File: config.mk
export PLATFORM = sky130hd
export DESIGN_NAME = rx_top
export DESIGN_NICKNAME = d
export VERILOG_FILES = /design/src/design/rx_pkg.sv /design/src/design/rx_cfg.sv /design/src/design/rx_remap.sv /design/src/design/rx_timeout.sv /design/src/design/rx_top.sv
export SDC_FILE = /design/constraint.sdc
export NUM_CORES = 1
export LEC_CHECK = 0
export BUFFER_PORTS_ARGS = -buffer_cell sky130_fd_sc_hd__buf_4
export CAP_MARGIN = 0
export CORE_ASPECT_RATIO = 0.75
export CORE_UTILIZATION = 56
export CTS_CLUSTER_SIZE = 28
export DETAILED_ROUTE_END_ITERATION = 8
export PLACE_DENSITY_LB_ADDON = 0.08
export RECOVER_POWER = 50
export SYNTH_ARGS = -nofsm -noshare
export SYNTH_HDL_FRONTEND = slang
export SYNTH_HIERARCHICAL = 1
export SYNTH_SLANG_ARGS = --single-unit
File: constraint.sdc
create_clock -name clk -period 3.1 [get_ports clk]
set_input_delay 0.62 -clock clk [delete_from_list [all_inputs] [get_ports clk]]
set_output_delay 0.62 -clock clk [all_outputs]
set_load 0.005 [all_outputs]
File: src/design/rx_pkg.sv
// rx link configuration package
// register map, widths, vector types and the config/access structs

package rx_pkg;

   ////////////////////////////////////////////////////////////////////////////
   // widths
   localparam int REG_W     = 32;    // register and address word
   localparam int GPIO_W    = 9;     // frame + 8 data pins
   localparam int STATUS_W  = 16;
   localparam int REG_IDX_W = 4;     // word index, mi_addr[5:2]

   //##########################################################################
   // register map (word index)
   //##########################################################################
   localparam logic [REG_IDX_W-1:0] REG_CFG      = 4'd0;
   localparam logic [REG_IDX_W-1:0] REG_OFFSET   = 4'd1;   // dynamic remap base
   localparam logic [REG_IDX_W-1:0] REG_IDELAY0  = 4'd2;   // taps, low word (write only)
   localparam logic [REG_IDX_W-1:0] REG_IDELAY1  = 4'd3;   // taps, high 13 bits (write only)
   localparam logic [REG_IDX_W-1:0] REG_TESTDATA = 4'd4;
   localparam logic [REG_IDX_W-1:0] REG_GPIO     = 4'd5;
   localparam logic [REG_IDX_W-1:0] REG_STATUS   = 4'd6;

   // idle timeout limits, selected by timer_cfg 1..3
   localparam logic [9:0] TIMEOUT_LIMIT_1 = 10'd63;
   localparam logic [9:0] TIMEOUT_LIMIT_2 = 10'd255;
   localparam logic [9:0] TIMEOUT_LIMIT_3 = 10'd1023;

   //##########################################################################
   // types
   //##########################################################################
   typedef logic [REG_W-1:0]    word_t;
   typedef logic [14:0]         mi_addr_t;   // byte address
   typedef logic [STATUS_W-1:0] status_t;
   typedef logic [GPIO_W-1:0]   gpio_t;
   typedef logic [44:0]         taps_t;      // 9 x 5 bits: frame, d7 .. d0

   typedef enum logic [1:0] {
      REMAP_NONE    = 2'b00,
      REMAP_STATIC  = 2'b01,
      REMAP_DYNAMIC = 2'b10,
      REMAP_RSVD    = 2'b11   // treated as none
   } remap_mode_t;

   // matches REG_CFG bit for bit, msb first
   typedef struct packed {
      logic        rsvd;
      logic [1:0]  timer_cfg;        // 0 = timeout off
      logic        mailbox_irq_en;
      logic [11:0] remap_pattern;    // replaces addr[31:20] where sel set
      logic [11:0] remap_sel;
      remap_mode_t remap_mode;
      logic        mmu_enable;
      logic        test_mode;        // divert accesses to accumulator
   } rx_cfg_t;

   // one access on the rx stream, single-cycle strobe
   typedef struct packed {
      logic  valid;
      word_t addr;
      word_t data;
   } rx_access_t;

endpackage

File: src/design/rx_cfg.sv
// rx configuration register file on the simple memory interface
// holds config, remap base, taps, sticky status, gpio and test sum

`timescale 1ns/100ps

module rx_cfg (
   input  logic               clk,
   input  logic               nreset,
   // memory interface
   input  logic               mi_en,
   input  logic               mi_we,         // 1 = write, 0 = read
   input  rx_pkg::mi_addr_t   mi_addr,
   input  rx_pkg::word_t      mi_din,
   output rx_pkg::word_t      mi_dout,       // valid the cycle after a read
   // test path from remap
   input  logic               test_access,
   input  rx_pkg::word_t      test_data,
   // sampled inputs
   input  rx_pkg::gpio_t      gpio_datain,
   input  rx_pkg::status_t    rx_status,
   // configuration
   output rx_pkg::rx_cfg_t    cfg,
   output rx_pkg::word_t      remap_base,
   output rx_pkg::taps_t      idelay_value,
   output logic               load_taps
);

   logic                          wr_en;
   logic                          rd_en;
   logic [rx_pkg::REG_IDX_W-1:0]  reg_idx;

   logic                          cfg_wr;
   logic                          offset_wr;
   logic                          idelay0_wr;
   logic                          idelay1_wr;
   logic                          testdata_wr;
   logic                          status_wr;

   rx_pkg::taps_t                 idelay_q;     // raw tap words, 13 + 32 bits
   rx_pkg::status_t               status_q;
   rx_pkg::gpio_t                 gpio_q;
   rx_pkg::word_t                 testdata_q;

   //##########################################################################
   // address decode
   //##########################################################################
   assign wr_en   = mi_en & mi_we;
   assign rd_en   = mi_en & ~mi_we;
   assign reg_idx = mi_addr[rx_pkg::REG_IDX_W+1:2];   // word address

   assign cfg_wr      = wr_en & (reg_idx == rx_pkg::REG_CFG);
   assign offset_wr   = wr_en & (reg_idx == rx_pkg::REG_OFFSET);
   assign idelay0_wr  = wr_en & (reg_idx == rx_pkg::REG_IDELAY0);
   assign idelay1_wr  = wr_en & (reg_idx == rx_pkg::REG_IDELAY1);
   assign testdata_wr = wr_en & (reg_idx == rx_pkg::REG_TESTDATA);
   assign status_wr   = wr_en & (reg_idx == rx_pkg::REG_STATUS);

   //##########################################################################
   // registers
   //##########################################################################
   always_ff @(posedge clk or negedge nreset) begin
      if (!nreset) begin
         cfg        <= '0;
         remap_base <= '0;
         idelay_q   <= '0;
         load_taps  <= 1'b0;
         gpio_q     <= '0;
         status_q   <= '0;
         testdata_q <= '0;
      end else begin
         if (cfg_wr)
            cfg <= rx_pkg::rx_cfg_t'(mi_din);
         if (offset_wr)
            remap_base <= mi_din;

         // tap words, high word carries frame low nibble + all msbs
         if (idelay0_wr)
            idelay_q[31:0] <= mi_din;
         if (idelay1_wr)
            idelay_q[44:32] <= mi_din[12:0];
         load_taps <= idelay1_wr;                 // one cycle after word 1 write

         gpio_q <= gpio_datain;                   // free-running sample

         // sticky status, write replaces
         if (status_wr)
            status_q <= mi_din[rx_pkg::STATUS_W-1:0];
         else
            status_q <= status_q | rx_status;

         // test accumulator, write wins over an access
         if (testdata_wr)
            testdata_q <= mi_din;
         else if (test_access)
            testdata_q <= testdata_q + test_data;
      end
   end

   //##########################################################################
   // tap arrangement: msb from word 1 bits 36..44, low nibble from word 0
   //##########################################################################
   always_comb begin
      for (int i = 0; i < 8; i++) begin
         idelay_value[5*i +: 5] = {idelay_q[36+i], idelay_q[4*i +: 4]};   // d0..d7
      end
      idelay_value[44:40] = {idelay_q[44], idelay_q[35:32]};              // frame
   end

   //##########################################################################
   // readback, one pipeline stage
   //##########################################################################
   always_ff @(posedge clk or negedge nreset) begin
      if (!nreset) begin
         mi_dout <= '0;
      end else if (rd_en) begin
         case (reg_idx)
            rx_pkg::REG_CFG:      mi_dout <= rx_pkg::word_t'(cfg);
            rx_pkg::REG_OFFSET:   mi_dout <= remap_base;
            rx_pkg::REG_TESTDATA: mi_dout <= testdata_q;
            rx_pkg::REG_GPIO:
               mi_dout <= {{(rx_pkg::REG_W-rx_pkg::GPIO_W){1'b0}}, gpio_q};
            rx_pkg::REG_STATUS:
               mi_dout <= {{(rx_pkg::REG_W-rx_pkg::STATUS_W){1'b0}}, status_q};
            default:              mi_dout <= '0;   // taps and unmapped
         endcase
      end else begin
         mi_dout <= '0;                            // idle cycles read zero
      end
   end

endmodule

File: src/design/rx_remap.sv
// rx address remap, static bit replace or dynamic base add
// registers each access one cycle; test mode diverts to the accumulator

`timescale 1ns/100ps

module rx_remap (
   input  logic                clk,
   input  logic                nreset,
   input  rx_pkg::rx_access_t  rx_in,
   input  rx_pkg::rx_cfg_t     cfg,
   input  rx_pkg::word_t       remap_base,
   output rx_pkg::rx_access_t  rx_out,
   output logic                test_access,   // same cycle as rx_in
   output rx_pkg::word_t       test_data
);

   rx_pkg::word_t  static_addr;
   rx_pkg::word_t  remap_addr;
   logic           fwd;                        // access goes downstream

   //##########################################################################
   // address rewrite
   //##########################################################################
   // static: replace addr[31:20] bits where sel is set
   assign static_addr = {(rx_in.addr[31:20] & ~cfg.remap_sel) |
                         (cfg.remap_pattern & cfg.remap_sel),
                         rx_in.addr[19:0]};

   always_comb begin
      case (cfg.remap_mode)
         rx_pkg::REMAP_STATIC:  remap_addr = static_addr;
         rx_pkg::REMAP_DYNAMIC: remap_addr = rx_in.addr + remap_base;   // wraps at 2^32
         default:               remap_addr = rx_in.addr;                // none, rsvd
      endcase
   end

   //##########################################################################
   // test mode diversion
   //##########################################################################
   assign fwd         = rx_in.valid & ~cfg.test_mode;
   assign test_access = rx_in.valid &  cfg.test_mode;
   assign test_data   = rx_in.data;

   //##########################################################################
   // output stage
   //##########################################################################
   always_ff @(posedge clk or negedge nreset) begin
      if (!nreset) begin
         rx_out <= '0;
      end else begin
         rx_out.valid <= fwd;                  // one-cycle strobe
         if (fwd) begin
            rx_out.addr <= remap_addr;
            rx_out.data <= rx_in.data;         // data untouched
         end
      end
   end

endmodule

File: src/design/rx_timeout.sv
// rx idle timeout, counts cycles without a valid access
// pulses timeout when the count hits the limit chosen by timer_cfg

`timescale 1ns/100ps

module rx_timeout (
   input  logic        clk,
   input  logic        nreset,
   input  logic        rx_in_valid,
   input  logic [1:0]  timer_cfg,    // 0 = off
   output logic        timeout
);

   logic [9:0]  idle_cnt;
   logic [9:0]  limit;

   // limit select
   always_comb begin
      case (timer_cfg)
         2'd1:    limit = rx_pkg::TIMEOUT_LIMIT_1;
         2'd2:    limit = rx_pkg::TIMEOUT_LIMIT_2;
         2'd3:    limit = rx_pkg::TIMEOUT_LIMIT_3;
         default: limit = '0;                      // off, counter held
      endcase
   end

   always_ff @(posedge clk or negedge nreset) begin
      if (!nreset) begin
         idle_cnt <= '0;
         timeout  <= 1'b0;
      end else if (rx_in_valid || (timer_cfg == 2'd0)) begin
         idle_cnt <= '0;                           // activity or disabled
         timeout  <= 1'b0;
      end else if (idle_cnt == limit) begin
         idle_cnt <= '0;                           // restart after pulse
         timeout  <= 1'b1;
      end else begin
         idle_cnt <= idle_cnt + 10'd1;
         timeout  <= 1'b0;
      end
   end

endmodule

File: src/design/rx_top.sv
// rx configuration and address path top
// register file, address remap and idle timeout

`timescale 1ns/100ps

module rx_top (
   input  logic                                clk,
   input  logic                                nreset,
   // memory interface
   input  logic                                mi_en,
   input  logic                                mi_we,
   input  rx_pkg::mi_addr_t                    mi_addr,
   input  rx_pkg::word_t                       mi_din,
   output rx_pkg::word_t                       mi_dout,
   // access stream
   input  rx_pkg::rx_access_t                  rx_in,
   output rx_pkg::rx_access_t                  rx_out,
   // status and pins
   input  rx_pkg::gpio_t                       gpio_datain,
   input  logic [rx_pkg::STATUS_W-3:0]         ext_status,   // 14 bits
   // config out
   output logic                                mmu_enable,
   output logic                                mailbox_irq_en,
   output rx_pkg::taps_t                       idelay_value,
   output logic                                load_taps
);

   rx_pkg::rx_cfg_t  cfg;
   rx_pkg::word_t    remap_base;
   rx_pkg::word_t    test_data;
   rx_pkg::status_t  rx_status;
   logic             test_access;
   logic             timeout;

   assign mmu_enable     = cfg.mmu_enable;
   assign mailbox_irq_en = cfg.mailbox_irq_en;

   // timeout in bit 0, test access bit 1
   assign rx_status = {ext_status, test_access, timeout};

   //##########################################################################
   // blocks
   //##########################################################################
   rx_cfg i_cfg (
      .clk          (clk),
      .nreset       (nreset),
      .mi_en        (mi_en),
      .mi_we        (mi_we),
      .mi_addr      (mi_addr),
      .mi_din       (mi_din),
      .mi_dout      (mi_dout),
      .test_access  (test_access),
      .test_data    (test_data),
      .gpio_datain  (gpio_datain),
      .rx_status    (rx_status),
      .cfg          (cfg),
      .remap_base   (remap_base),
      .idelay_value (idelay_value),
      .load_taps    (load_taps)
   );

   rx_remap i_remap (
      .clk         (clk),
      .nreset      (nreset),
      .rx_in       (rx_in),
      .cfg         (cfg),
      .remap_base  (remap_base),
      .rx_out      (rx_out),
      .test_access (test_access),
      .test_data   (test_data)
   );

   rx_timeout i_timeout (
      .clk         (clk),
      .nreset      (nreset),
      .rx_in_valid (rx_in.valid),
      .timer_cfg   (cfg.timer_cfg),
      .timeout     (timeout)
   );

endmodule
# Yosys cells after proc, flatten, opt, wreduce, memory -nomap -nowiden
# Index checks and enable logic that the tools add are counted.
dict set report totals {
  output_inout_bits 145
  regBits 275
  latch_bits 0
  n_memories 0
  word_cells 68
  in_bits 139
  mem_bits_rw 0
  romBits 0
}
dict set report classes {
  mux 11
  div_mod_pow 0
  bitwise 17
  reduce_logical 4
  n_shift 0
  add_sub_neg 3
  n_mul 0
  eq_ne 12
  n_lt_le_gt_ge 0
}
# operator count
set op_table {}
lappend op_table {{$pmux W32 S5} 1}
lappend op_table {{$mux W32} 3}
lappend op_table {{$add A32 B32 Y32} 2}
lappend op_table {{$pmux W32 S2} 1}
lappend op_table {{$pmux W10 S3} 1}
lappend op_table {{$and A12 B12 Y12} 2}
lappend op_table {{$mux W10} 2}
lappend op_table {{$mux W16} 1}
lappend op_table {{$or A16 B16 Y16} 1}
lappend op_table {{$eq A4 B3 Y1 const B} 3}
lappend op_table {{$not A12 Y12} 1}
lappend op_table {{$or A12 B12 Y12} 1}
lappend op_table {{$add A10 B1 Y10 const B} 1}
lappend op_table {{$and A1 B1 Y1} 10}
lappend op_table {{$eq A10 B10 Y1} 1}
lappend op_table {{$eq A4 B2 Y1 const B} 2}
lappend op_table {{$eq A2 B2 Y1 const B} 3}
lappend op_table {{$eq A2 B1 Y1 const B} 2}
lappend op_table {{$eq A4 B1 Y1 const B} 1}
lappend op_table {{$logic_not A4 Y1} 1}
lappend op_table {{$logic_not A2 Y1} 1}
lappend op_table {{$mux W1} 2}
lappend op_table {{$not A1 Y1} 2}
lappend op_table {{$reduce_bool A2 Y1} 1}
lappend op_table {{$logic_or A1 B1 Y1} 1}

# Depth between registers and ports, before layout
# Gate-level depths: netlist of the first run.
dict set report depth {
  word_depth 5
  depth_mapped 13
  ltp_nobuf 13
}

# Cells and area by module
# The synthesis of the first run kept the hierarchy.
# mod area_per_inst_um2 n_inst cells_per_inst seq_area_each_um2
set by_module_without_submodules {}
lappend by_module_without_submodules {rx_cfg 9445.3 1 833 4979.8}
lappend by_module_without_submodules {rx_remap 4753.3 1 586 1626.6}
lappend by_module_without_submodules {rx_timeout 556.8 1 52 275.3}

# Least setup slack after synthesis of the first run
# Ideal clock, no wire load.
dict set report synth_timing {
  path_type {input port to flip-flop}
  from {input port rx_in[0] in the netlist's numbering}
  to {register i_cfg.testdata_q[30]}
  path_stages 12
  setup_ns 0.124
  slack_ns 0.079
  required_ns 2.976
  t_arrival_ns 2.897
  path_buffers 1
  path_cell_list {buf_4 > ha_1 > fa_1 > a211oi_1 > o211ai_1 > a22oi_1 > nand2_1 > a211oi_2 > o31ai_1 > and3_1 > a211oi_2 > o21ai_1}
}
dict set report synth_between {
  elab_chain_cells 3
}
# item line_no
set synth_lines {}
lappend synth_lines {{start, declared} rx_top.sv:16} ;# input rx_pkg::rx_access_t rx_in,
lappend synth_lines {{$add A32 B32 Y32} rx_cfg.sv:95} ;# testdata_q <= testdata_q + test_data;
lappend synth_lines {{$mux W32} rx_cfg.sv:94} ;# else if (test_access)
lappend synth_lines {{$mux W32} rx_cfg.sv:92} ;# if (testdata_wr)
lappend synth_lines {{end signal, assigned} rx_cfg.sv:93} ;# testdata_q <= mi_din;
lappend synth_lines {{end signal, assigned} rx_cfg.sv:95}
lappend synth_lines {{end, declared} rx_cfg.sv:42} ;# rx_pkg::word_t testdata_q;
# Every way passes these cells. The select of a mux whose other input is x is not followed.
# A chain may end at the register's enable or synchronous reset.

# Worst setup path after layout of the first run
dict set report layout_timing {
  from {register i_cfg.remap_base[0]}
  to {register, netlist name i_remap/rx_out[58]}
}
dict set report layout_between {
  elab_chain_cells 2
}
# item line_no
set layout_lines {}
lappend layout_lines {{start, declared} rx_cfg.sv:23} ;# output rx_pkg::word_t remap_base,
lappend layout_lines {{start signal, assigned} rx_cfg.sv:74} ;# remap_base <= mi_din;
lappend layout_lines {{$add A32 B32 Y32} rx_remap.sv:32} ;# rx_pkg::REMAP_DYNAMIC: remap_addr = rx_in.addr + remap_base;
lappend layout_lines {{$pmux W32 S2} rx_remap.sv:30} ;# case (cfg.remap_mode)
# Every way passes these cells.

==> metrics, run 1 <==
Post-Syn Instances=1471; CP most frequent cell=o21bai_1; total track usage=33.65%; minimum clock period=2.914 ns; R2R setup slack=0.19 ns; Max Cap Viol=1; Min-Delay Path Class=in2reg; commonest register cell after synthesis=dfrtp_1; synthesized area=14760 sq um; post-synthesis mux area share=9.412%; pin count of the biggest net entering global routing=95; leading area contributor after synthesis=dfrtp_1; Fin. Hold Viols=0; GPL Wtd Cong=0.9573; Final Non-Filler Cells=2090; post-DP HPWL=34110 microns; CP Capture Type=flop; main combinational cell family by area after synthesis=compound AO/OA/AOI/OAI gates; syn_area_per_cell=10.03 sq um; distinct cell type count after synthesis=76; worst hold margin=0.1706 ns; Post-Route WL=45950 microns; vias per cell=6.052; run status=finished with violations; area delta synth->final=22.24%; WL/cell=21.98 microns; Net Switching=4.726 mW; synthesized flop and latch total=275; FMAX=0.3432 GHz; Slew @ Worst Pin=1.633 ns; port bufs=272; slowest CP cell=dfrtp_2; gr ovfl total=0; final slew viol count=33; Root Buffer=clkbuf_16; Synth Area in XOR/XNOR=3.383%; leak pwr=8.542 nW; crit start category=flop; post-synthesis compound-gate area fraction=17.55%; Simple-Gate Fraction of Synth Area=12.67%; Starting Density=56.95%; Die X=189.4 microns; Pwr per Cell Area=735.5 nW/um^2; FFs w/ async S/R, synth=100.0%; final worst-path cycle share=94.00%; Sw Share=35.62%; top-count cell post-synth=dfrtp_1; Synth area leaders=dfrtp_1 (47%), mux2_2 (8.2%), ha_1 (5.5%); Setup Crit Path Kind=reg2reg; # IOs=284; CTS Buf Count=28; Longest Clk Path Bufs=3; Clock power frac=25.1%; row count=51; share of the synthesized area in the top cell type=46.64%; Synth Warn #=6; internal power=8.542 mW; critical path buffer and inverter count=1; setup_tns=0 ns; die height=142.6 microns; Final setup viols=0; Vias=12.65k; clk_skew=0.02109 ns; initial antenna violation count=0; Reg power frac=37.8%; Gate power share=37.1%; clock-pin slew on the worst setup and hold paths=0.06 ns; failing checks=max-capacitance violations, max-slew violations; Post-synth EDFFs=0; CTS tree=done; total power draw=13.27 mW; layout cell share with drive strength beyond 1=28.77%; die area=27010 sq um; crit path cell chain=ha_1 > inv_1 > fa_1 > nor2b_2 > o2111ai_1 > a21o_1 > a21oi_1 > o21bai_1 > o21a_2 > o21bai_1 > xor2_1 > o211ai_1 > a31oi_1; DRT antenna net count=0; number of global-route vias before repair=11.68k; worst-skew pair later-pin latency=0.58 ns; Syn Nets=1677; First DRT Iteration DRCs=1281; CP delay by family, top=compound AO/OA/AOI/OAI gates; # DRC=0; area share of fa/ha/maj cells after synthesis=5.783%; Placeable Area=25910 sq um; Max transition margin=-8.843%; dpl cells=2039; drt pass-1 iters=6; most instantiated cells after synthesis=dfrtp_1 (275), nand2_1 (187), nor2_1 (144); RSZ-0062 raised after global routing=yes; Worst EP arrival=3.40 ns; Largest stage delay, worst path=0.44 ns; clk sinks=275; NumNets Final=1933; CTS H-Tree Depth=1; sequential cell area fraction in the yosys report=46.64%; CP Max Fanout=5; Critical Path RT=3.59 ns; maximum VDD drop=0.5079 mV; first-pass GRT wire length=69400 microns
==> kinds of logic after synthesis <==
logic type / Yosys count
compound gates: 379
buf+inv: 141
mux: 125
simple gates: 427
fa+ha+maj: 67
flops: 275
xor+xnor: 57
==> final cells by class <==
| class | instances | area, sq um |
|---|---|---|
| fill | 2052 | 7870 |
| sequential | 275 | 6883 |
| timing repair buffer | 326 | 2452 |
| tap | 344 | 430.4 |
| inverter | 41 | 153.9 |
| clock inverter | 6 | 83.83 |
| clock buffer | 42 | 813.3 |
| antenna | 1 | 2.502 |
| multi-input combinational | 1055 | 7218 |
==> state kept, by name, indices dropped and copies added, names as in the netlist, 9 cells and up <==
signal,cells
i_remap/rx_out,65
i_cfg/idelay_q,45
i_cfg/cfg,32
i_cfg/mi_dout,32
i_cfg/remap_base,32
i_cfg/testdata_q,32
i_cfg/status_q,16
i_timeout/idle_cnt,10
i_cfg/gpio_q,9
==> worst register-to-register path, stage by stage (launching register included) <==
cell       delay, ns
dfrtp_2         0.44
ha_1            0.19
inv_1           0.05
fa_1            0.39
nor2b_2         0.15
o2111ai_1       0.14
a21o_1          0.22
a21oi_1         0.19
o21bai_1        0.14
o21a_2          0.28
o21bai_1        0.17
xor2_1          0.17
o211ai_1        0.12
a31oi_1         0.18
==> per-stage QoR <==
step	worst slack (ns)	cell area, sq um	utilization (%)
after floorplan	0.07875	14760	-
after global placement	-0.1043	17160	66.25
after detailed placement	-0.1589	17160	66.25
after CTS	0.1116	18070	69.75
after global routing	0.009110	18030	69.61
final	0.1861	18040	69.62
==> what timing repair did <==
action                     4_1_cts  5_1_grt
hold buffers                     1        0
hold endpoints to repair        16        0
setup endpoints to repair        0        6
gates resized for setup          0        4
setup buffers                    0        1
==> layer usage <==
layer  track usage, %  routed length [microns]  vias to the layer above
met3            4.857                     3986                       67
li1                 -                        -                     5770
met1            51.37                    20780                     6257
met5                0                        0                        -
met2            50.13                    20150                      554
met4            8.192                     1023                        0
==> power groups by stage <==
stage	clock, mW	combinational (mW)	sequential, mW
2_1_floorplan	0	3.22	4.78
3_3_place_gp	0	4.73	5.02
3_5_place_dp	0	4.82	5.05
4_1_cts	3.38	4.86	4.99
5_1_grt	3.51	5.39	5.08
6_report	3.33	4.92	5.02
==> layout by cell type, fill, tap and decap left out, drive strengths merged, types with 19 or more instances in the layout <==
master	instances
xnor2	39
o21ai	74
clkbuf	61
nand2	188
inv	41
buf	306
ha	65
nor2	144
a21o	33
a21oi	97
dfrtp	275
a222oi	19
nand3	21
mux2	110
a221oi	30
a22oi	35
==> worst paths after layout <==
| kind | endpoint | from | depth (start not counted) |
|---|---|---|---|
| max in group asynchronous | i_remap/rx_out[38]$_DFFE_PN0P_ | nreset | 3 |
| setup / recovery | i_remap/rx_out[58]$_DFFE_PN0P_ | i_cfg/remap_base[0]$_DFFE_PN0P_ | 13 |
| hold reg to reg | i_remap/rx_out[15]$_DFFE_PN0P_ | i_remap/rx_out[15]$_DFFE_PN0P_ | 2 |
| min in group asynchronous | i_cfg/testdata_q[11]$_DFFE_PN0P_ | nreset | 2 |
| setup reg to reg | i_remap/rx_out[58]$_DFFE_PN0P_ | i_cfg/remap_base[0]$_DFFE_PN0P_ | 13 |
| hold / removal | i_cfg/gpio_q[3]$_DFF_PN0_ | gpio_datain[3] | 1 |
No activity file was read; power rests on OpenSTA's default activity.
==> inputs of run 2 (changes only) <==
CORE_UTILIZATION = 42   (was 56)
GPL_TIMING_DRIVEN = 0   (was unset)
==> run 2 against run 1 <==
  * The flow still finishes with violations (max-capacitance violations, max-slew violations)
  * Sequential power is essentially flat
  * Sequential cell count did not move
  * Critical endpoint unchanged
  * Count of clock-buffer cells in the layout rose by 1
  * Die area up 33%
==> metrics, run 2 (synthesis gave the netlist of run 1 again) <==
Slew @ Worst Pin=1.826 ns; # diodes=0; Net Switching=4.908 mW; worst-skew pair later-pin latency=0.60 ns; final core occ=53.34%; Placeable Area=34620 sq um; crit start category=flop; launch point of the critical path=i_cfg/remap_base[0]$_DFFE_PN0P_; run status=finished with violations; CTS Hold Buffers Added=0; internal power=8.842 mW; CTS H-Tree Depth=1; FF/Latch Area=6883 sq um; final worst-path cycle share=94.60%; CP Capture Type=flop; R2R setup slack=0.17 ns; Vias=12.66k; Root Buffer=clkbuf_16; initial antenna violation count=3; clk_skew=0.03860 ns; RSZ-0062 raised after global routing=no; clock-pin slew on the worst setup and hold paths=0.06 ns; Reg power frac=36.7%; CP Max Fanout=5; most common cell after layout, fill and taps aside=dfrtp_1; number of global-route vias before repair=12.07k; Longest Clk Path Bufs=3; minimum clock period=2.933 ns; Placement Cell Area=17420 sq um; First DRT Iteration DRCs=1103; multi-input combinational cell area=7222 sq um; Final Non-Filler Cells=2258; clk sinks=275; CTS Buf Count=30; Gate power share=35.6%; most flop-heavy register=i_remap/rx_out; Worst Reg-to-Reg Cells=13; leak pwr=8.606 nW; die area=35890 sq um; final slew viol count=79; CTS tree=done; Sw Share=35.69%; Setup Crit Path Kind=reg2reg; Fin. Hold Viols=0; Final setup viols=0; # DRC=0; row count=59; # IOs=284; Max transition margin=-21.76%; Pwr per Cell Area=744.6 nW/um^2; fillers=3224; Final Instance Area=18470 sq um; gr ovfl total=0; die height=164.3 microns; Post-Route WL=50080 microns; max FFs per register=65; maximum VDD drop=0.5141 mV; first-pass GRT wire length=74440 microns; total track usage=27.68%; failing checks=max-capacitance violations, max-slew violations; Top Registers=i_remap/rx_out: 65 flops, i_cfg/idelay_q: 45 flops; worst hold margin=0.09040 ns; DRT antenna net count=0; Crit Reg-Reg Endpoint=i_remap/rx_out[58]$_DFFE_PN0P_; Min-Delay Path Class=in2async; commonest cells after routing, fill and taps aside=dfrtp_1 (274), buf_4 (253), nand2_1 (186); reg2reg start=i_cfg/remap_base[0]$_DFFE_PN0P_; Clock power frac=27.7%; Max Cap Viol=1; area delta synth->final=25.15%; post-DP HPWL=39320 microns; drt pass-1 iters=9; Starting Density=42.62%; port bufs=270; pin count of the biggest net entering global routing=107; Worst EP arrival=3.42 ns; vias per cell=5.605; total power draw=13.75 mW; Die X=218.4 microns; GPL Wtd Cong=0.9177; Critical Path RT=3.59 ns; layout cell share with drive strength beyond 1=27.93%; NumNets Final=1983; FMAX=0.3410 GHz; dpl cells=2200; WL/cell=22.18 microns
[run 2: cell types whose count changed in the layout (fill, tap and decap cells not counted), sizes merged]
cell	change
inv	-1
clkinv	+5
clkbuf	+86
buf	-36
dlygate4sd3	-1
clkinvlp	+1
diode	-1
bufinv	+2
[run 2: routing by layer]
layer	GRT usage (%)	routed length, microns
met2	39.31	21070
met1	43.18	24530
met5	0	13
met4	6.357	1021
met3	4.648	3447
[run 2: per-stage QoR]
step                      setup WS [ns]  TNS [ns]
after floorplan                 0.07875         0
after global placement           -1.088   -291.17
after detailed placement        -0.6324    -4.562
after CTS                       0.02193         0
after global routing           0.004997         0
final                            0.1674         0
[run 2: area by class of cell]
cell class | count | area share, %
clock buffer | 43 | 4.817
inverter | 41 | 0.8334
clock inverter | 13 | 0.9282
multi-input combinational | 1055 | 39.11
sequential | 275 | 37.27
tap | 457 | 3.096
timing repair buffer | 274 | 11.13
buffer | 100 | 2.812
[run 2: worst max-delay path, cell delays in order (launching register included)]
cell and delay [ns]:
dfrtp_2 0.40, ha_2 0.21, inv_1 0.06, fa_2 0.36
nor2b_2 0.15, o2111ai_1 0.16, a21o_1 0.22, a21oi_2 0.15
o21bai_2 0.12, o21a_2 0.26, o21bai_1 0.16, xor2_1 0.22
o211ai_1 0.15, a31oi_1 0.18
[run 2: timing repair]
action,4_1_cts,5_1_grt
pin swaps,0,7
setup buffers,0,2
resized for setup,7,7
setup endpoints to repair,3,9
[run 2: how the worst max path moves through the flow]
stage               depth (start not counted)  slack [ns]                               end
floorplan                                  12        0.08  i_cfg/testdata_q[30]$_DFFE_PN0P_
global placement                            1       -1.09    i_cfg/idelay_q[35]$_DFFE_PN0P_
detailed placement                         13       -0.63  i_cfg/testdata_q[30]$_DFFE_PN0P_
CTS                                        11        0.02  i_cfg/testdata_q[30]$_DFFE_PN0P_
global route                               11       0.005    i_remap/rx_out[47]$_DFFE_PN0P_
finish                                     13        0.17    i_remap/rx_out[58]$_DFFE_PN0P_
[run 2: power by group through the flow]
| stage | logic (mW) | registers (mW) | clock network, mW |
|---|---|---|---|
| finish | 4.90 | 5.04 | 3.81 |
| global route | 5.43 | 5.12 | 4.00 |
| CTS | 4.86 | 5.03 | 3.88 |
| detailed placement | 4.81 | 5.09 | 0 |
| global placement | 4.75 | 5.07 | 0 |
| floorplan | 3.22 | 4.78 | 0 |
